<file path="src/include/decode_macros.svh">
`ifndef DECODE_MACROS_SVH
`define DECODE_MACROS_SVH

// data path and pc width
`define DECODE_DATA_W 32

// general register address width
`define DECODE_REG_AW 5

// number of general registers
`define DECODE_REG_NUM 32

// one-hot alu operation
`define DECODE_ALU_OP_W 12

// one-hot conditional branch operation
`define DECODE_BR_OP_W 6

`endif

</file>
<file path="src/hdl/decode_pkg.sv">
`include "decode_macros.svh"

package decode_pkg;

    // stage slots in the stall and forward arrays
    localparam int STAGE_ES = 0;
    localparam int STAGE_MS = 1;
    localparam int STAGE_WS = 2;

    // bit positions of the one-hot branch operation
    localparam int BR_BEQ  = 0;
    localparam int BR_BNE  = 1;
    localparam int BR_BGEZ = 2;
    localparam int BR_BGTZ = 3;
    localparam int BR_BLEZ = 4;
    localparam int BR_BLTZ = 5;

    typedef struct packed {
        logic [5:0] op;
        logic [4:0] rs;
        logic [4:0] rt;
        logic [4:0] rd;
        logic [4:0] sa;
        logic [5:0] func;
    } r_fmt_t;

    typedef struct packed {
        logic [5:0]  op;
        logic [4:0]  rs;
        logic [4:0]  rt;
        logic [15:0] imm;
    } i_fmt_t;

    typedef struct packed {
        logic [5:0]  op;
        logic [25:0] jidx;
    } j_fmt_t;

    typedef union packed {
        r_fmt_t r_fmt;
        i_fmt_t i_fmt;
        j_fmt_t j_fmt;
    } instr_u;

    typedef struct packed {
        instr_u                    inst;
        logic [`DECODE_DATA_W-1:0] pc;
    } fs_to_ds_t;

    typedef struct packed {
        logic                        hl_from_rs;
        logic [`DECODE_ALU_OP_W-1:0] alu_op;
        logic [1:0]                  mul_op;
        logic [1:0]                  div_op;
        logic                        load_op;
        logic                        src1_is_sa;
        logic                        src1_is_pc;
        logic                        src1_is_hi;
        logic                        src1_is_lo;
        logic                        src2_is_imm;
        logic                        src2_is_uimm;
        logic                        src2_is_8;
        logic                        gr_we;
        logic                        hi_we;
        logic                        lo_we;
        logic                        mem_we;
        logic [`DECODE_REG_AW-1:0]   dest;
    } ctrl_t;

    typedef struct packed {
        ctrl_t                     ctrl;
        logic [15:0]               imm;
        logic [`DECODE_DATA_W-1:0] rs_value;
        logic [`DECODE_DATA_W-1:0] rt_value;
        logic [`DECODE_DATA_W-1:0] pc;
    } ds_to_es_t;

    typedef struct packed {
        logic                      taken;
        logic [`DECODE_DATA_W-1:0] target;
    } br_bus_t;

    typedef struct packed {
        logic                      we;
        logic [`DECODE_REG_AW-1:0] waddr;
        logic [`DECODE_DATA_W-1:0] wdata;
    } rf_wr_t;

    typedef struct packed {
        logic                      we;
        logic [`DECODE_REG_AW-1:0] dest;
    } stall_src_t;

    typedef struct packed {
        logic                      valid;
        logic [`DECODE_DATA_W-1:0] data;
    } fwd_src_t;

    typedef struct packed {
        logic rs;
        logic rt;
    } src_use_t;

endpackage

</file>
<file path="src/hdl/regfile.sv">
`timescale 1ns/1ps
`include "decode_macros.svh"

module regfile import decode_pkg::*; (
    input  logic                      clk,
    input  logic [`DECODE_REG_AW-1:0] raddr1,
    input  logic [`DECODE_REG_AW-1:0] raddr2,
    output logic [`DECODE_DATA_W-1:0] rdata1,
    output logic [`DECODE_DATA_W-1:0] rdata2,
    input  rf_wr_t                    wr
);

    logic [`DECODE_DATA_W-1:0] regs [`DECODE_REG_NUM];

    // r0 is never written
    always_ff @(posedge clk) begin
        if (wr.we && wr.waddr != '0) begin
            regs[wr.waddr] <= wr.wdata;
        end
    end

    // no write bypass, a write shows up on the following cycle
    assign rdata1 = (raddr1 == '0) ? '0 : regs[raddr1];
    assign rdata2 = (raddr2 == '0) ? '0 : regs[raddr2];

endmodule

</file>
<file path="src/hdl/instr_decoder.sv">
`timescale 1ns/1ps
`include "decode_macros.svh"

module instr_decoder import decode_pkg::*; (
    input  instr_u                     inst,
    output ctrl_t                      ctrl,
    output src_use_t                   src_use,
    output logic [`DECODE_BR_OP_W-1:0] br_op,
    output logic                       is_jump_imm,
    output logic                       is_jump_reg
);

    logic [5:0] op;
    logic [5:0] func;
    logic [4:0] rt;
    logic       special, regimm, r3, rs_z, rt_z, rd_z;
    logic       inst_add, inst_addi, inst_addu, inst_addiu, inst_sub, inst_subu;
    logic       inst_slt, inst_slti, inst_sltu, inst_sltiu;
    logic       inst_and, inst_andi, inst_or, inst_ori, inst_xor, inst_xori, inst_nor;
    logic       inst_sll, inst_sllv, inst_srl, inst_srlv, inst_sra, inst_srav;
    logic       inst_mult, inst_multu, inst_div, inst_divu;
    logic       inst_mfhi, inst_mflo, inst_mthi, inst_mtlo;
    logic       inst_lui, inst_lw, inst_sw;
    logic       inst_beq, inst_bne, inst_bgez, inst_bgtz, inst_blez, inst_bltz;
    logic       inst_bgezal, inst_bltzal, inst_j, inst_jal, inst_jr, inst_jalr;
    logic       dst_is_r31, dst_is_rt;

    assign op      = inst.r_fmt.op;
    assign func    = inst.r_fmt.func;
    assign rt      = inst.i_fmt.rt;
    assign special = (op == 6'h00);
    assign regimm  = (op == 6'h01);
    assign rs_z    = (inst.r_fmt.rs == 5'd0);
    assign rt_z    = (rt == 5'd0);
    assign rd_z    = (inst.r_fmt.rd == 5'd0);
    // register-register forms need sa clear
    assign r3      = special && (inst.r_fmt.sa == 5'd0);

    assign inst_add    = r3 && func == 6'h20;
    assign inst_addu   = r3 && func == 6'h21;
    assign inst_sub    = r3 && func == 6'h22;
    assign inst_subu   = r3 && func == 6'h23;
    assign inst_and    = r3 && func == 6'h24;
    assign inst_or     = r3 && func == 6'h25;
    assign inst_xor    = r3 && func == 6'h26;
    assign inst_nor    = r3 && func == 6'h27;
    assign inst_slt    = r3 && func == 6'h2a;
    assign inst_sltu   = r3 && func == 6'h2b;
    assign inst_sllv   = r3 && func == 6'h04;
    assign inst_srlv   = r3 && func == 6'h06;
    assign inst_srav   = r3 && func == 6'h07;
    assign inst_sll    = special && rs_z && func == 6'h00;
    assign inst_srl    = special && rs_z && func == 6'h02;
    assign inst_sra    = special && rs_z && func == 6'h03;
    assign inst_mult   = r3 && rd_z && func == 6'h18;
    assign inst_multu  = r3 && rd_z && func == 6'h19;
    assign inst_div    = r3 && rd_z && func == 6'h1a;
    assign inst_divu   = r3 && rd_z && func == 6'h1b;
    assign inst_mfhi   = r3 && rs_z && rt_z && func == 6'h10;
    assign inst_mflo   = r3 && rs_z && rt_z && func == 6'h12;
    assign inst_mthi   = r3 && rt_z && rd_z && func == 6'h11;
    assign inst_mtlo   = r3 && rt_z && rd_z && func == 6'h13;
    assign inst_jr     = r3 && rt_z && rd_z && func == 6'h08;
    assign inst_jalr   = r3 && rt_z && func == 6'h09;
    assign inst_addi   = (op == 6'h08);
    assign inst_addiu  = (op == 6'h09);
    assign inst_slti   = (op == 6'h0a);
    assign inst_sltiu  = (op == 6'h0b);
    assign inst_andi   = (op == 6'h0c);
    assign inst_ori    = (op == 6'h0d);
    assign inst_xori   = (op == 6'h0e);
    assign inst_lui    = (op == 6'h0f) && rs_z;
    assign inst_lw     = (op == 6'h23);
    assign inst_sw     = (op == 6'h2b);
    assign inst_beq    = (op == 6'h04);
    assign inst_bne    = (op == 6'h05);
    assign inst_blez   = (op == 6'h06) && rt_z;
    assign inst_bgtz   = (op == 6'h07) && rt_z;
    assign inst_bltz   = regimm && rt == 5'h00;
    assign inst_bgez   = regimm && rt == 5'h01;
    assign inst_bltzal = regimm && rt == 5'h10;
    assign inst_bgezal = regimm && rt == 5'h11;
    assign inst_j      = (op == 6'h02);
    assign inst_jal    = (op == 6'h03);

    // link forms compute pc + 8 through the adder
    assign ctrl.alu_op[0]  = inst_add | inst_addi | inst_addu | inst_addiu | inst_lw
                           | inst_sw | inst_jal | inst_jalr | inst_bgezal | inst_bltzal;
    assign ctrl.alu_op[1]  = inst_sub | inst_subu;
    assign ctrl.alu_op[2]  = inst_slt | inst_slti;
    assign ctrl.alu_op[3]  = inst_sltu | inst_sltiu;
    assign ctrl.alu_op[4]  = inst_and | inst_andi;
    assign ctrl.alu_op[5]  = inst_nor;
    assign ctrl.alu_op[6]  = inst_or | inst_ori | inst_mfhi | inst_mflo;
    assign ctrl.alu_op[7]  = inst_xor | inst_xori;
    assign ctrl.alu_op[8]  = inst_sll | inst_sllv;
    assign ctrl.alu_op[9]  = inst_srl | inst_srlv;
    assign ctrl.alu_op[10] = inst_sra | inst_srav;
    assign ctrl.alu_op[11] = inst_lui;
    assign ctrl.mul_op     = {inst_multu, inst_mult};
    assign ctrl.div_op     = {inst_divu, inst_div};
    assign ctrl.load_op    = inst_lw;

    assign ctrl.src1_is_sa   = inst_sll | inst_srl | inst_sra;
    assign ctrl.src1_is_pc   = inst_jal | inst_jalr | inst_bgezal | inst_bltzal;
    assign ctrl.src1_is_hi   = inst_mfhi;
    assign ctrl.src1_is_lo   = inst_mflo;
    assign ctrl.src2_is_imm  = inst_addi | inst_addiu | inst_slti | inst_sltiu
                             | inst_lui | inst_lw | inst_sw;
    assign ctrl.src2_is_uimm = inst_andi | inst_ori | inst_xori;
    assign ctrl.src2_is_8    = ctrl.src1_is_pc;

    assign ctrl.gr_we      = ~(inst_beq | inst_bne | inst_bgez | inst_bgtz | inst_blez
                             | inst_bltz | inst_sw | inst_j | inst_jr | inst_mthi | inst_mtlo);
    assign ctrl.hi_we      = inst_mult | inst_multu | inst_div | inst_divu | inst_mthi;
    assign ctrl.lo_we      = inst_mult | inst_multu | inst_div | inst_divu | inst_mtlo;
    assign ctrl.hl_from_rs = inst_mthi | inst_mtlo;
    assign ctrl.mem_we     = inst_sw;

    assign dst_is_r31 = inst_jal | inst_bgezal | inst_bltzal;
    assign dst_is_rt  = ctrl.src2_is_imm & ~inst_sw | ctrl.src2_is_uimm;
    assign ctrl.dest  = dst_is_r31 ? 5'd31 : (dst_is_rt ? rt : inst.r_fmt.rd);

    // which source fields are real operands
    assign src_use.rs = ~ctrl.src1_is_sa & ~ctrl.src1_is_pc;
    assign src_use.rt = (~(ctrl.src2_is_imm | ctrl.src2_is_uimm) | inst_sw) & ~ctrl.src2_is_8;

    assign br_op[BR_BEQ]  = inst_beq;
    assign br_op[BR_BNE]  = inst_bne;
    assign br_op[BR_BGEZ] = inst_bgez | inst_bgezal;
    assign br_op[BR_BGTZ] = inst_bgtz;
    assign br_op[BR_BLEZ] = inst_blez;
    assign br_op[BR_BLTZ] = inst_bltz | inst_bltzal;
    assign is_jump_imm    = inst_j | inst_jal;
    assign is_jump_reg    = inst_jr | inst_jalr;

    a_alu_op_onehot: assert final ($onehot0(ctrl.alu_op))
        else $error("alu_op has more than one bit set");

endmodule

</file>
<file path="src/hdl/hazard_unit.sv">
`timescale 1ns/1ps
`include "decode_macros.svh"

module hazard_unit import decode_pkg::*; (
    input  logic [`DECODE_REG_AW-1:0] rs,
    input  logic [`DECODE_REG_AW-1:0] rt,
    input  src_use_t                  src_use,
    input  logic [`DECODE_DATA_W-1:0] rf_rdata1,
    input  logic [`DECODE_DATA_W-1:0] rf_rdata2,
    input  stall_src_t [0:2]          stall_srcs,
    input  fwd_src_t [0:2]            fwd_srcs,
    output logic [`DECODE_DATA_W-1:0] rs_value,
    output logic [`DECODE_DATA_W-1:0] rt_value,
    output logic                      ready_go
);

    // index 0 is rs, index 1 is rt
    logic [1:0][`DECODE_REG_AW-1:0] src_addr;
    logic [1:0][`DECODE_DATA_W-1:0] rf_data;
    logic [1:0][`DECODE_DATA_W-1:0] value;
    logic [1:0][2:0]                hit;
    logic [1:0][2:0]                fwd_sel;
    logic [1:0]                     src_used;
    logic [1:0]                     src_stall;

    assign src_addr = {rt, rs};
    assign rf_data  = {rf_rdata2, rf_rdata1};
    assign src_used = {src_use.rt, src_use.rs};

    for (genvar s = 0; s < 2; s++) begin : g_src
        for (genvar k = 0; k < 3; k++) begin : g_stage
            assign hit[s][k] = src_used[s] && src_addr[s] != '0 && stall_srcs[k].we
                             && stall_srcs[k].dest == src_addr[s];
        end

        // only the nearest matching stage may supply the value
        assign fwd_sel[s][STAGE_ES] = hit[s][STAGE_ES] && fwd_srcs[STAGE_ES].valid;
        assign fwd_sel[s][STAGE_MS] = hit[s][STAGE_MS] && !hit[s][STAGE_ES]
                                    && fwd_srcs[STAGE_MS].valid;
        assign fwd_sel[s][STAGE_WS] = hit[s][STAGE_WS] && !hit[s][STAGE_ES]
                                    && !hit[s][STAGE_MS] && fwd_srcs[STAGE_WS].valid;
        assign src_stall[s] = (|hit[s]) && !(|fwd_sel[s]);

        always_comb begin
            value[s] = rf_data[s];
            for (int k = 0; k < 3; k++) begin
                if (fwd_sel[s][k]) begin
                    value[s] = fwd_srcs[k].data;
                end
            end
        end

        a_fwd_sel_onehot: assert final ($onehot0(fwd_sel[s]))
            else $error("more than one forward select for source %0d", s);
    end

    assign rs_value = value[0];
    assign rt_value = value[1];
    assign ready_go = !(|src_stall);

endmodule

</file>
<file path="src/hdl/branch_compare.sv">
`timescale 1ns/1ps
`include "decode_macros.svh"

module branch_compare import decode_pkg::*; (
    input  logic [`DECODE_BR_OP_W-1:0] br_op,
    input  logic [`DECODE_DATA_W-1:0]  src1,
    input  logic [`DECODE_DATA_W-1:0]  src2,
    output logic                       cond_true
);

    logic equal;
    logic negative;
    logic zero;

    assign equal    = (src1 == src2);
    // sign bit of rs decides the compare-with-zero tests
    assign negative = $signed(src1) < 0;
    assign zero     = (src1 == '0);

    assign cond_true = (br_op[BR_BEQ] && equal)
                     || (br_op[BR_BNE] && !equal)
                     || (br_op[BR_BGEZ] && !negative)
                     || (br_op[BR_BGTZ] && !negative && !zero)
                     || (br_op[BR_BLEZ] && (negative || zero))
                     || (br_op[BR_BLTZ] && negative);

endmodule

</file>
<file path="src/hdl/id_stage.sv">
`timescale 1ns/1ps
`include "decode_macros.svh"

module id_stage import decode_pkg::*; (
    input  logic             clk,
    input  logic             reset,
    input  logic             fs_to_ds_valid,
    input  fs_to_ds_t        fs_to_ds,
    output logic             ds_allowin,
    input  logic             es_allowin,
    output logic             ds_to_es_valid,
    output ds_to_es_t        ds_to_es,
    output br_bus_t          br_bus,
    input  rf_wr_t           rf_wr,
    input  stall_src_t [0:2] stall_srcs,
    input  fwd_src_t [0:2]   fwd_srcs
);

    logic                       ds_valid;
    logic                       ds_ready_go;
    fs_to_ds_t                  ds_r;
    ctrl_t                      ctrl;
    src_use_t                   src_use;
    logic [`DECODE_BR_OP_W-1:0] br_op;
    logic                       is_jump_imm;
    logic                       is_jump_reg;
    logic                       cond_true;
    logic [`DECODE_DATA_W-1:0]  rf_rdata1;
    logic [`DECODE_DATA_W-1:0]  rf_rdata2;
    logic [`DECODE_DATA_W-1:0]  rs_value;
    logic [`DECODE_DATA_W-1:0]  rt_value;
    logic [`DECODE_DATA_W-1:0]  br_offset;

    assign ds_allowin     = !ds_valid || (ds_ready_go && es_allowin);
    assign ds_to_es_valid = ds_valid && ds_ready_go;

    always_ff @(posedge clk) begin
        if (reset) begin
            ds_valid <= 1'b0;
        end else if (ds_allowin) begin
            ds_valid <= fs_to_ds_valid;
        end
    end

    always_ff @(posedge clk) begin
        if (fs_to_ds_valid && ds_allowin) begin
            ds_r <= fs_to_ds;
        end
    end

    instr_decoder instr_decoder_inst (
        .inst        (ds_r.inst),
        .ctrl        (ctrl),
        .src_use     (src_use),
        .br_op       (br_op),
        .is_jump_imm (is_jump_imm),
        .is_jump_reg (is_jump_reg)
    );

    regfile regfile_inst (
        .clk    (clk),
        .raddr1 (ds_r.inst.r_fmt.rs),
        .raddr2 (ds_r.inst.r_fmt.rt),
        .rdata1 (rf_rdata1),
        .rdata2 (rf_rdata2),
        .wr     (rf_wr)
    );

    hazard_unit hazard_unit_inst (
        .rs         (ds_r.inst.r_fmt.rs),
        .rt         (ds_r.inst.r_fmt.rt),
        .src_use    (src_use),
        .rf_rdata1  (rf_rdata1),
        .rf_rdata2  (rf_rdata2),
        .stall_srcs (stall_srcs),
        .fwd_srcs   (fwd_srcs),
        .rs_value   (rs_value),
        .rt_value   (rt_value),
        .ready_go   (ds_ready_go)
    );

    branch_compare branch_compare_inst (
        .br_op     (br_op),
        .src1      (rs_value),
        .src2      (rt_value),
        .cond_true (cond_true)
    );

    // targets are relative to the delay slot pc now in fetch
    assign br_offset = {{14{ds_r.inst.i_fmt.imm[15]}}, ds_r.inst.i_fmt.imm, 2'b00};

    always_comb begin
        if (|br_op) begin
            br_bus.target = fs_to_ds.pc + br_offset;
        end else if (is_jump_reg) begin
            br_bus.target = rs_value;
        end else begin
            br_bus.target = {fs_to_ds.pc[31:28], ds_r.inst.j_fmt.jidx, 2'b00};
        end
    end

    assign br_bus.taken = (cond_true || is_jump_imm || is_jump_reg) && ds_valid;

    assign ds_to_es.ctrl     = ctrl;
    assign ds_to_es.imm      = ds_r.inst.i_fmt.imm;
    assign ds_to_es.rs_value = rs_value;
    assign ds_to_es.rt_value = rt_value;
    assign ds_to_es.pc       = ds_r.pc;

    a_allowin_when_empty: assert property (
        @(posedge clk) disable iff (reset) !ds_valid |-> ds_allowin
    ) else $error("decode stage empty but not accepting");

    a_out_valid_needs_valid: assert property (
        @(posedge clk) disable iff (reset) ds_to_es_valid |-> ds_valid
    ) else $error("ds_to_es_valid raised without a held instruction");

endmodule

</file>
<file path="config.mk">
export PLATFORM = sky130hd
export DESIGN_NAME = id_stage
export DESIGN_NICKNAME = d
export VERILOG_FILES = /design/src/hdl/decode_pkg.sv /design/src/hdl/regfile.sv /design/src/hdl/instr_decoder.sv /design/src/hdl/hazard_unit.sv /design/src/hdl/branch_compare.sv /design/src/hdl/id_stage.sv
export VERILOG_INCLUDE_DIRS = /design/src /design/src/include
export SDC_FILE = /design/constraint.sdc
export NUM_CORES = 2
export LEC_CHECK = 0
export BUFFER_PORTS_ARGS = -buffer_cell sky130_fd_sc_hd__clkbuf_2
export CORE_MARGIN = 10
export CORE_UTILIZATION = 30
export CTS_CLUSTER_SIZE = 16
export DETAILED_ROUTE_END_ITERATION = 12
export SKIP_LAST_GASP = 1
export SLEW_MARGIN = 20
export SYNTH_ARGS = -nofsm -noshare
export SYNTH_HDL_FRONTEND = slang
export SYNTH_SLANG_ARGS = --single-unit
</file>
<file path="constraint.sdc">
create_clock -name clk -period 4.75 [get_ports clk]
set_input_delay 0.2375 -clock clk [delete_from_list [all_inputs] [get_ports clk]]
set_output_delay 0.2375 -clock clk [all_outputs]
set_load 0.005 [all_outputs]
</file>
==> results.cfg <==
[floorplan]
ioPinCount = 404
die_h_microns = 450
dieWidth_microns = 450
coreArea_sq_um = 183000
start_util_pct = 30.2
die_area_sq_um = 202000
rows = 157

[worst_hold_path]
min_from = rf_wr[17]
whs_endpoint = regfile_inst.regs[25][17]
whs_path_depth = 1
hp-class = input pin to flop

[worst_setup_path]
crit_fanout = 6
crit_arrival_ns = 5.05
r2r_end = ds_to_es[106]
crit_required_ns = 4.51
path_class = flop to output port
cp-start-kind = flop
timing.rr.start = ds_r[55]
end_kind = output port
r2r_cells = 14
r2r_slack_ns = 0.84

[yosys]
synth_top_area_share_pct = 58.9
yosys.area.top_type = edfxtp_1
synthArstFlopShare_pct = 0
synth_ff_type = edfxtp_1
syn_area_sq_um = 55500
ys_types = 88
synth.avg_cell_area_sq_um = 16.2
synth-seq-area-share_pct = 59.3
synth_top_cells_by_area = edfxtp_1, mux4_2, mux2i_1
synth_warnings = 0
synth-seq-cells = 1099
synth_edf_count = 1088
synth_cells = 3420

[detailed_routing]
routed_via_density = 5.99
first_pass_iters = 7
num_vias = 40100
drt_iter0_drc = 6326
drcViolationCount = 0
post_drt_wl_per_cell_microns = 36.6
postRouteAntennaNets = 0
wl_microns = 245000

[placed_design]
dp_hpwl_microns = 172000
io_buffers = 403
post-place-cells = 6340
dp_slack_ns = -0.306
placed_area_sq_um = 62400
gp_congestion = 1.01

[cells_and_area]
multi_input_area_sq_um = 21700
instances_no_fill = 6696
nNetsFinal = 4370
drive_gt1_share_pct = 37.4
fill_cells = 17200
syn2layout_area_growth_pct = 22.8
layout_commonest_cell = edfxtp_1
seqCellArea_sq_um = 32900
stdcell_area_sq_um = 68100
layout_common_cells = edfxtp_1, mux4_2, clkbuf_2, buf_4, mux2i_1

[power]
p_leak_nw = 23.5
ir_drop_v = 0.000332
power_density_nw_per_um2 = 369

[grt]
grt_pass1_wl_microns = 331000
grt_start_max_net_pins = 65
grt-ovfl-total = 0
antenna_found_initial = 38
track_usage_pct = 23.1
grt_pass1_vias = 39300

[status]
violations = setup timing
outcome = complete, but fails checks

[cts]
cts-root-buf = clkbuf_16
cts_max_level = 3
clockBufferDepth = 3
clkSinkCount = 1099
cts_tree = built
clk_latency_ns = 0.73
clk_pin_slew_worst_paths_ns = 0.06
cts_made_buffers = 115

[sta]
finalCritPeriodShare_pct = 111
slew_violations = 0
max_freq_mhz = 189
setup-tns-final_ns = -0.535
layout_setup_ws_ns = -0.535
skew_ns = 0.0439
slew_headroom_pct = 26.0
final-hold-violation-count = 0
worstMarginPinSlew_ns = 1.11
period_minus_slack_ns = 5.28
rsz0062_at_grt = yes
final-setup-viol-count = 1

[job]
max_cap_viol_count = 0
how the worst max path moves through the flow:
stage / from / to
2_1_floorplan: ds_to_es[102] / ds_r[48]
3_3_place_gp: ds_r[55] / br_bus[32]
3_5_place_dp: ds_r[55] / br_bus[32]
4_1_cts: ds_to_es[105] / br_bus[32]
5_1_grt: ds_to_es[104] / br_bus[32]
6_report: ds_to_es[104] / br_bus[32]
flip-flops by register name, summed over array words and instances (netlist names), named ones only:
name / cells
ds_valid: 1
ds_r: 16
regfile_inst.regs: 1024
ds_to_es: 48
cells by family (layout without fill, tap and decap cells):
| group | Yosys count | count (layout) | synth area share [%] |
|---|---|---|---|
| DFF | 1099 | 1099 | 59.3 |
| muxes | 703 | 703 | 22.5 |
| AOI/OAI and AO/OA | 601 | 602 | 7.71 |
| and+or+nand+nor | 546 | 548 | 5.09 |
| buffers and inverters | 352 | 1114 | 3.29 |
| xor gates and xnor gates | 88 | 88 | 1.39 |
| adders and majority gates | 30 | 30 | 0.690 |
| other | 1 | 48 | 0.00676 |
synth_stat cells (18+ instances only):
master,instances
inv_1,39
mux2i_1,247
nand4_1,34
a22o_1,18
nor2_1,106
xnor2_1,41
a211oi_1,28
a21oi_1,80
o211ai_1,21
nor2b_1,26
mux4_2,434
o32ai_1,41
a31oi_1,43
edfxtp_1,1088
nand3_1,94
nor3_1,30
buf_1,25
mux2_2,22
xor2_1,47
o21ai_0,59
o22ai_1,34
ha_1,29
a22oi_1,177
buf_4,80
buf_2,102
nand2_1,126
clkbuf_1,95
cell type report:
cell class | count | area share, %
timing repair buffer | 858 | 9.60
sequential | 1099 | 48.3
tap | 2464 | 4.53
clock buffer | 145 | 4.42
inverter | 40 | 0.226
multi-input combinational | 2003 | 31.8
antenna | 16 | 0.0588
clock inverter | 71 | 1.03
power by group:
| group | leakage (nW) | internal, W | switching (W) |
|---|---|---|---|
| Sequential | 9.96 | 0.0108 | 0.000155 |
| Clock | 1.79 | 0.00505 | 0.00400 |
| Combinational | 11.7 | 0.00208 | 0.00303 |
stage by stage:
step                power [W]  hold slack (ns)  util [%]
finish                 0.0252            0.106      37.1
global route           0.0258            0.116      37.1
CTS                    0.0251           0.0619      37.0
detailed placement     0.0159            0.399      34.0
global placement       0.0159            0.396      34.0
floorplan              0.0135            0.307         -
worst max-delay path: stages (launching register included):
cell	delay [ns]
edfxtp_1	0.39
or4_4	0.62
or4b_4	0.55
o211a_4	0.27
a21oi_4	0.19
buf_6	0.16
buf_16	0.15
a22oi_1	0.10
a21oi_2	0.36
xor2_1	0.20
nor4_1	0.20
nand4_1	0.24
nor4_4	0.25
buf_4	0.18
mux2i_1	0.21
nand2_2	0.11
buf_6	0.13
timing repair:
| item | 4_1_cts | 5_1_grt |
|---|---|---|
| endpoints found under the setup margin | 4 | 9 |
| hold buffers | 66 | 0 |
| pin swaps | 36 | 11 |
| buffers inserted | 32 | 15 |
| hold endpoints to repair | 75 | 0 |
| resized for setup | 95 | 20 |
| cloned | 10 | 1 |
routing by layer:
layer | wire (microns) | GRT usage [%]
met1 | 86800 | 28.4
met2 | 113000 | 36.9
met3 | 27500 | 5.80
met4 | 17100 | 13.5
met5 | 89 | 0
Power figures use the tool's default switching activity.
